<file path="config.mk">
export PLATFORM = sky130hd
export DESIGN_NAME = mrelbp_ci_r8
export DESIGN_NICKNAME = d
export VERILOG_FILES = /design/src/hdl/mrelbp_pkg.sv /design/src/hdl/ci_frame_ctrl.sv /design/src/hdl/tap_accumulator.sv /design/src/hdl/lane_reducer.sv /design/src/hdl/mean_divider.sv /design/src/hdl/mrelbp_ci_r8.sv
export VERILOG_INCLUDE_DIRS = /design/src /design/src/hdl
export SDC_FILE = /design/constraint.sdc
export NUM_CORES = 1
export LEC_CHECK = 0
export BUFFER_PORTS_ARGS = -buffer_cell sky130_fd_sc_hd__buf_2
export CAP_MARGIN = 10
export CORE_ASPECT_RATIO = 0.8
export CORE_MARGIN = 2
export CORE_UTILIZATION = 55
export CTS_BUF_LIST = sky130_fd_sc_hd__clkbuf_8
export DETAILED_ROUTE_END_ITERATION = 12
export PLACE_DENSITY = 0.72
export SETUP_SLACK_MARGIN = 0.5
export SLEW_MARGIN = 20
export SYNTH_ARGS = -nofsm -noshare
export SYNTH_HDL_FRONTEND = slang
export SYNTH_SLANG_ARGS = --single-unit
</file>
<file path="constraint.sdc">
create_clock -name clk -period 7.8 [get_ports clk]
set_clock_uncertainty 0.05 [all_clocks]
set_input_delay 1.56 -clock clk [delete_from_list [all_inputs] [get_ports clk]]
set_output_delay 1.56 -clock clk [all_outputs]
set_load 0.01 [all_outputs]
</file>
<file path="src/hdl/mrelbp_cfg.svh">
`ifndef MRELBP_CFG_SVH
`define MRELBP_CFG_SVH

// samples per window and width of one sample.
`define MRELBP_TAPS 17
`define MRELBP_PIX_W 8

// frame geometry in windows.
`define MRELBP_COLS 19
`define MRELBP_ROWS 19

`define MRELBP_CENTER_TAP 0

// 361 x 255 fits in 17 bits, 17 lanes of that fit in 21 bits.
`define MRELBP_LANE_W 17
`define MRELBP_SUM_W 21

// rows x cols x taps.
`define MRELBP_DIVISOR 6137
`define MRELBP_REM_W 13

`endif

</file>
<file path="src/hdl/mrelbp_pkg.sv">
`default_nettype none

`include "mrelbp_cfg.svh"

package mrelbp_pkg;

    // one sample window, tap 0 in the low byte.
    typedef struct packed {
        logic [`MRELBP_TAPS-1:0][`MRELBP_PIX_W-1:0] taps;
    } window_t;

    typedef enum logic {
        CTRL_IDLE,   // next window is window 0.
        CTRL_ACCUM
    } ctrl_state_e;

    typedef enum logic [1:0] {
        DIV_IDLE,
        DIV_SHIFT,
        DIV_DONE
    } div_state_e;

    typedef struct packed {
        logic [`MRELBP_PIX_W-1:0] muy;   // quotient, low byte.
        logic [`MRELBP_REM_W-1:0] r;
    } mean_t;

endpackage

`default_nettype wire

</file>
<file path="src/hdl/ci_frame_ctrl.sv">
`default_nettype none

`include "mrelbp_cfg.svh"

module ci_frame_ctrl (
    input  wire  clk,
    input  wire  rst,
    input  logic win_valid_i,
    output logic clear_o,
    output logic accum_o,
    output logic center_o,
    output logic row_done_o,
    output logic frame_end_o
);

    localparam int COLS  = `MRELBP_COLS;
    localparam int ROWS  = `MRELBP_ROWS;
    localparam int COL_W = $clog2(COLS);
    localparam int ROW_W = $clog2(ROWS);

    mrelbp_pkg::ctrl_state_e state_q;

    logic [COL_W-1:0] col_q;
    logic [ROW_W-1:0] row_q;
    logic             last_col;
    logic             last_row;
    logic             last_win;
    logic             at_center;
    logic             end_pend_q;   // last window is in its accumulate cycle.

    assign last_col  = (col_q == COL_W'(COLS - 1));
    assign last_row  = (row_q == ROW_W'(ROWS - 1));
    assign last_win  = last_col && last_row;
    assign at_center = (row_q == ROW_W'(ROWS / 2)) && (col_q == COL_W'(COLS / 2));

    always_ff @(posedge clk) begin
        if (rst) begin
            state_q     <= mrelbp_pkg::CTRL_IDLE;
            col_q       <= '0;
            row_q       <= '0;
            clear_o     <= 1'b0;
            accum_o     <= 1'b0;
            center_o    <= 1'b0;
            row_done_o  <= 1'b0;
            end_pend_q  <= 1'b0;
            frame_end_o <= 1'b0;
        end else begin
            clear_o     <= win_valid_i && (state_q == mrelbp_pkg::CTRL_IDLE);
            accum_o     <= win_valid_i;
            center_o    <= win_valid_i && at_center;
            row_done_o  <= win_valid_i && last_col;
            end_pend_q  <= win_valid_i && last_win;
            frame_end_o <= end_pend_q;   // lanes hold the full frame by now.
            if (win_valid_i) begin
                if (last_col) begin
                    col_q <= '0;
                    row_q <= last_row ? '0 : row_q + 1'b1;
                end else begin
                    col_q <= col_q + 1'b1;
                end
                state_q <= last_win ? mrelbp_pkg::CTRL_IDLE : mrelbp_pkg::CTRL_ACCUM;
            end
        end
    end

    // a finished frame must not pick up an add from the next one; only its
    // window 0 may be in flight, and that one reloads the lanes.
    a_frame_end_clean: assert property (@(posedge clk) disable iff (rst)
        frame_end_o |-> $past(row_done_o) && (!accum_o || clear_o))
        else $error("frame end overlaps a non-clearing accumulate");

endmodule

`default_nettype wire

</file>
<file path="src/hdl/tap_accumulator.sv">
`default_nettype none

`include "mrelbp_cfg.svh"

module tap_accumulator (
    input  wire                        clk,
    input  wire                        rst,
    input  logic                       clear_i,
    input  logic                       accum_i,
    input  logic [`MRELBP_PIX_W-1:0]   tap_i,
    output logic [`MRELBP_LANE_W-1:0]  lane_sum_o
);

    localparam int LANE_W = `MRELBP_LANE_W;

    logic [LANE_W:0] sum_ext;   // one spare bit for the overflow check.

    assign sum_ext = {1'b0, lane_sum_o} + tap_i;

    always_ff @(posedge clk) begin
        if (rst) begin
            lane_sum_o <= '0;
        end else if (accum_i) begin
            if (clear_i) begin
                lane_sum_o <= LANE_W'(tap_i);   // window 0 restarts the lane.
            end else begin
                lane_sum_o <= sum_ext[LANE_W-1:0];
            end
        end
    end

    a_no_overflow: assert property (@(posedge clk) disable iff (rst)
        (accum_i && !clear_i) |-> !sum_ext[LANE_W])
        else $error("lane sum overflow");

endmodule

`default_nettype wire

</file>
<file path="src/hdl/lane_reducer.sv">
`default_nettype none

`include "mrelbp_cfg.svh"

module lane_reducer (
    input  wire                        clk,
    input  wire                        rst,
    input  logic                       frame_end_i,
    input  logic [`MRELBP_LANE_W-1:0]  lane_sum_i [`MRELBP_TAPS],
    output logic [`MRELBP_SUM_W-1:0]   total_o,
    output logic                       sum_valid_o
);

    localparam int TAPS   = `MRELBP_TAPS;
    localparam int LANE_W = `MRELBP_LANE_W;
    localparam int SUM_W  = `MRELBP_SUM_W;

    logic [SUM_W-1:0] lane_total;

    // plain adder chain, one full cycle is available before frame_end.
    always_comb begin
        lane_total = '0;
        for (int i = 0; i < TAPS; i++) begin
            lane_total = lane_total + {{(SUM_W - LANE_W){1'b0}}, lane_sum_i[i]};
        end
    end

    always_ff @(posedge clk) begin
        if (frame_end_i) begin
            total_o <= lane_total;
        end
    end

    always_ff @(posedge clk) begin
        if (rst) begin
            sum_valid_o <= 1'b0;
        end else begin
            sum_valid_o <= frame_end_i;
        end
    end

endmodule

`default_nettype wire

</file>
<file path="src/hdl/mean_divider.sv">
`default_nettype none

`include "mrelbp_cfg.svh"

module mean_divider (
    input  wire                       clk,
    input  wire                       rst,
    input  logic                      start_i,
    input  logic [`MRELBP_SUM_W-1:0]  total_i,
    output mrelbp_pkg::mean_t         mean_o,
    output logic                      done_o
);

    localparam int SUM_W = `MRELBP_SUM_W;
    localparam int REM_W = `MRELBP_REM_W;
    localparam int PIX_W = `MRELBP_PIX_W;
    localparam int CNT_W = $clog2(SUM_W);

    localparam logic [REM_W:0] DIVISOR = `MRELBP_DIVISOR;

    mrelbp_pkg::div_state_e state_q;

    logic [CNT_W-1:0] cnt_q;
    logic [SUM_W-1:0] dvd_q;   // dividend, msb first.
    logic [SUM_W-1:0] quo_q;
    logic [REM_W-1:0] rem_q;
    logic [REM_W:0]   trial;
    logic [REM_W:0]   diff;
    logic             fits;
    logic [REM_W-1:0] rem_next;
    logic [SUM_W-1:0] quo_next;
    logic             last_bit;

    // one restoring step; the partial remainder stays below the divisor.
    assign trial    = {rem_q, dvd_q[SUM_W-1]};
    assign diff     = trial - DIVISOR;
    assign fits     = (trial >= DIVISOR);
    assign rem_next = fits ? diff[REM_W-1:0] : trial[REM_W-1:0];
    assign quo_next = {quo_q[SUM_W-2:0], fits};
    assign last_bit = (cnt_q == '0);

    assign done_o = (state_q == mrelbp_pkg::DIV_DONE);

    always_ff @(posedge clk) begin
        if (rst) begin
            state_q <= mrelbp_pkg::DIV_IDLE;
            cnt_q   <= '0;
        end else begin
            case (state_q)
                mrelbp_pkg::DIV_IDLE: begin
                    if (start_i) begin
                        state_q <= mrelbp_pkg::DIV_SHIFT;
                        cnt_q   <= CNT_W'(SUM_W - 1);
                    end
                end
                mrelbp_pkg::DIV_SHIFT: begin
                    cnt_q <= cnt_q - 1'b1;
                    if (last_bit) begin
                        state_q <= mrelbp_pkg::DIV_DONE;
                    end
                end
                default: begin
                    state_q <= mrelbp_pkg::DIV_IDLE;
                end
            endcase
        end
    end

    always_ff @(posedge clk) begin
        if (state_q == mrelbp_pkg::DIV_IDLE && start_i) begin
            dvd_q <= total_i;
            quo_q <= '0;
            rem_q <= '0;
        end else if (state_q == mrelbp_pkg::DIV_SHIFT) begin
            dvd_q <= dvd_q << 1;
            quo_q <= quo_next;
            rem_q <= rem_next;
            if (last_bit) begin
                mean_o.muy <= quo_next[PIX_W-1:0];   // result held until next done.
                mean_o.r   <= rem_next;
            end
        end
    end

    // a frame lasts far longer than a division, so no start is ever dropped.
    a_start_idle: assert property (@(posedge clk) disable iff (rst)
        start_i |-> state_q == mrelbp_pkg::DIV_IDLE)
        else $error("divider started while busy");

    a_quo_fits: assert property (@(posedge clk) disable iff (rst)
        done_o |-> quo_q[SUM_W-1:PIX_W] == '0)
        else $error("mean does not fit in a pixel");

endmodule

`default_nettype wire

</file>
<file path="src/hdl/mrelbp_ci_r8.sv">
`default_nettype none

`include "mrelbp_cfg.svh"

module mrelbp_ci_r8 (
    input  wire                  clk,
    input  wire                  rst,
    input  mrelbp_pkg::window_t  win_i,
    input  logic                 win_valid_i,
    output logic                 ci_o,
    output logic                 done_o,
    output logic                 progress_done_o
);

    localparam int TAPS   = `MRELBP_TAPS;
    localparam int PIX_W  = `MRELBP_PIX_W;
    localparam int LANE_W = `MRELBP_LANE_W;
    localparam int SUM_W  = `MRELBP_SUM_W;

    mrelbp_pkg::window_t win_q;
    mrelbp_pkg::mean_t   mean;

    logic              clear;
    logic              accum;
    logic              center;
    logic              row_done;
    logic              frame_end;
    logic [LANE_W-1:0] lane_sum [TAPS];
    logic [SUM_W-1:0]  total;
    logic              sum_valid;
    logic              div_done;
    logic [PIX_W-1:0]  center_q;
    logic              ci_next;

    always_ff @(posedge clk) begin
        if (win_valid_i) begin
            win_q <= win_i;
        end
        if (center) begin
            center_q <= win_q.taps[`MRELBP_CENTER_TAP];   // middle window's pixel.
        end
    end

    ci_frame_ctrl ctrl_i (
        .clk         (clk),
        .rst         (rst),
        .win_valid_i (win_valid_i),
        .clear_o     (clear),
        .accum_o     (accum),
        .center_o    (center),
        .row_done_o  (row_done),
        .frame_end_o (frame_end)
    );

    for (genvar g = 0; g < TAPS; g++) begin : g_lane
        tap_accumulator lane_i (
            .clk        (clk),
            .rst        (rst),
            .clear_i    (clear),
            .accum_i    (accum),
            .tap_i      (win_q.taps[g]),
            .lane_sum_o (lane_sum[g])
        );
    end

    lane_reducer reduce_i (
        .clk         (clk),
        .rst         (rst),
        .frame_end_i (frame_end),
        .lane_sum_i  (lane_sum),
        .total_o     (total),
        .sum_valid_o (sum_valid)
    );

    mean_divider div_i (
        .clk     (clk),
        .rst     (rst),
        .start_i (sum_valid),
        .total_i (total),
        .mean_o  (mean),
        .done_o  (div_done)
    );

    // equal counts as set only for an exact mean.
    assign ci_next = (center_q > mean.muy) || (center_q == mean.muy && mean.r == '0);

    assign progress_done_o = row_done;

    always_ff @(posedge clk) begin
        if (rst) begin
            done_o <= 1'b0;
            ci_o   <= 1'b0;
        end else begin
            done_o <= div_done;
            if (div_done) begin
                ci_o <= ci_next;
            end
        end
    end

endmodule

`default_nettype wire

</file>
==> summary.txt <==
Die
  – CORE AREA: ~62000 um^2
  – Starting Density: a little under three fifths
  – Die Area: 64700 um^2
  – FP Rows: 82
  – Chip width: 284 um
  – Ports: 142
  – Die H: 228 um

Setup path
  – CP delay by family, top: adder cells
  – WP data required: 8.21 ns
  – Critical path endpoint category: flip-flop
  – WP data arrival: 7.53 ns
  – Crit-path max FO: 3
  – Critical path launch point type: flip-flop
  – CP bufs+invs: 6
  – Slowest cell on the critical path: fa_1
  – Critical Path Max Stage Delay: 0.55 ns
  – Setup Crit Path Kind: reg2reg
  – Most frequent CP cell: fa_1

Logic synthesis
  – Sequential fraction of the synthesis area: a little under two fifths
  – Top-area cell type share of the netlist area: about a fifth
  – Synthesized area: around 34000 um^2
  – Syn Inst Count: 3466
  – Synth Net Count: 4059
  – Post-synth EDFFs: about 210
  – Syn avg cell area: 9.94 um^2
  – Post-synth top area cell: dfxtp_1
  – Asr flop ratio synth: 0%
  – Synth area leaders: dfxtp_1 20%, edfxtp_1 18%, fa_1 15%
  – Netlist cell types: 77
  – Synthesis Warnings: 0
  – Seq cells post-synth: roughly 540
  – Primary FF master, synth: dfxtp_1

Global routing
  – First-pass GRT wire length: 134000 um
  – Pin count of the biggest net entering global routing: 157
  – Vias in the first global route: 24700
  – Total grt overflow: 0
  – Initial antenna violation count: 2
  – GRT Util Overall: 26.5%

Routing
  – Vias: 25600
  – DRT antenna net count: 0
  – DR iter-0 viols: 2034
  – WL/cell: 18.9 um
  – Final wirelength: about 86000 um
  – Vias per inst: 5.64
  – DRC Markers: 0
  – First-pass iteration count of the detailed router: 6

Finish
  – Final-stage net count: 4213
  – Area Growth Syn to Fin: 10.3%
  – Reg area: ~13000 um^2
  – Post-Layout Cell Count: approximately 4500
  – Fillers: roughly 5200
  – Commonest non-fill, non-tap cell in the layout: inv_1
  – Final core occ: 61.0%
  – Share of cells above drive strength 1: under 10%
  – Footprint of the multi-input gates: 19800 um^2
  – Commonest cells after routing, fill and taps aside: 411 x inv_1, 356 x nor2_1, 331 x dfxtp_1

Timing
  – Final setup vio count: 0
  – Max-slew violation count: 0
  – Least-Margin Pin Slew: 1.10 ns
  – FMAX: 140 MHz
  – Fin Setup TNS: 0 ns
  – RSZ-0062 raised after global routing: yes
  – Max-slew headroom: 26.4%
  – Tcrit/Tclk final: 91.4%
  – Final Hold Fails: 0
  – Crit path time final: 7.13 ns
  – Final hold slack: 0.352 ns
  – Setup ws final: 0.672 ns

Flow run
  – Max cap viols: 0

CTS
  – Sink Count: 543
  – CTS tree: built
  – Maximum root-to-sink buffer count: 3
  – Clock transition at path regs: around 0.060 ns
  – Max H-tree Level: 3
  – Num CTS Buffers: 90
  – Post-CTS Hold Buffers: 0
  – Root buffer cell: clkbuf_8
  – Clk_lat worst skew: 0.73 ns

Placed design
  – Port buffer count: 141
  – Final HPWL DP: approximately 64000 um
  – GP Congestion: between 0.9 and 1
  – Placed Cells: 4358
  – Worst slack at placement: 0.466 ns

Min path
  – Hold Path Class: reg2reg

Power
  – Peak supply drop: 0.000443 V
  – Leakage: 0.0158 uW
  – Pwr/cell area: 262 nW/um^2

Outcome
  – Status: completed
cells in the mapped netlist, types with 65 or more instances:
master / number
clkbuf_1: 65
mux2i_1: 76
xor2_1: 108
a21oi_1: 115
ha_1: 201
edfxtp_1: 207
fa_1: 253
nand3_1: 69
nand2_1: 237
nor2_1: 357
dfxtp_1: 336
xnor2_1: 114
a211oi_1: 110
o21ai_0: 143
inv_1: 387
kinds of logic after synthesis:
kind of cell,after synthesis,share of synthesized area [%]
adders and majority gates,454,22.0
xor gates and xnor gates,222,5.64
muxes,79,2.31
DFF,543,37.6
AOI/OAI and AO/OA,650,12.8
buffers and inverters,495,5.50
and+or+nand+nor,1023,14.2
stage by stage:
stage | instance area (um^2) | total power, uW
finish | 38000 | 9970
global route | 38000 | 10700
CTS | 37800 | 9960
detailed placement | 36000 | 7370
global placement | 36000 | 7280
floorplan | 34500 | 6370
timing repair:
item                                    4_1_cts  5_1_grt
gates resized for setup                       1       29
pin swaps                                     5       21
endpoints found under the setup margin        1        9
buffers inserted                              1        8
where the power goes:
group / internal [uW] / switching [uW] / total, uW
clock network: 1340 / 1230 / 2570
logic: 1700 / 2330 / 4030
registers: 3230 / 141 / 3370
state kept, by name, indices dropped and copies added (netlist names), 2 cells and up:
signal / flops
center_q: 8
ctrl_i.col_q: 5
ctrl_i.row_q: 5
div_i.cnt_q: 5
div_i.dvd_q: 21
div_i.mean_o: 21
div_i.quo_q: 7
div_i.rem_q: 13
div_i.state_q: 2
g_lane.lane_i.lane_sum_o: 289
reduce_i.total_o: 21
win_q: 136
final timing paths:
kind,to,cells after the start,startpoint,slack (ns)
max,reduce_i.total_o[19],27,g_lane[1].lane_i.lane_sum_o[0],0.67
min,ctrl_i.clear_o,1,ctrl_i.state_q,0.35
max reg2reg,reduce_i.total_o[19],27,g_lane[1].lane_i.lane_sum_o[0],0.67
min reg2reg,ctrl_i.clear_o,1,ctrl_i.state_q,0.35
layout make-up:
cell class	instances	share of cell area, %
flip-flops and latches	543	34.1
clock buffers	108	3.91
inverters	389	3.84
repair buffers	168	2.51
multi-input cells	2428	52.0
clock inverters	62	0.931
well taps	840	2.76
diodes	2	0.0132
per-layer routing:
metal	routed length, um	track usage, %	vias to the layer above	part of all wire (%)
met1	38600	37.7	12200	45
met4	2970	9.39	0	3.5
met2	37000	40.0	883	43
met3	7010	5.61	168	8.2
met5	0	0	-	0
li1	-	-	12400	-
(Power assumes the default switching activity.)
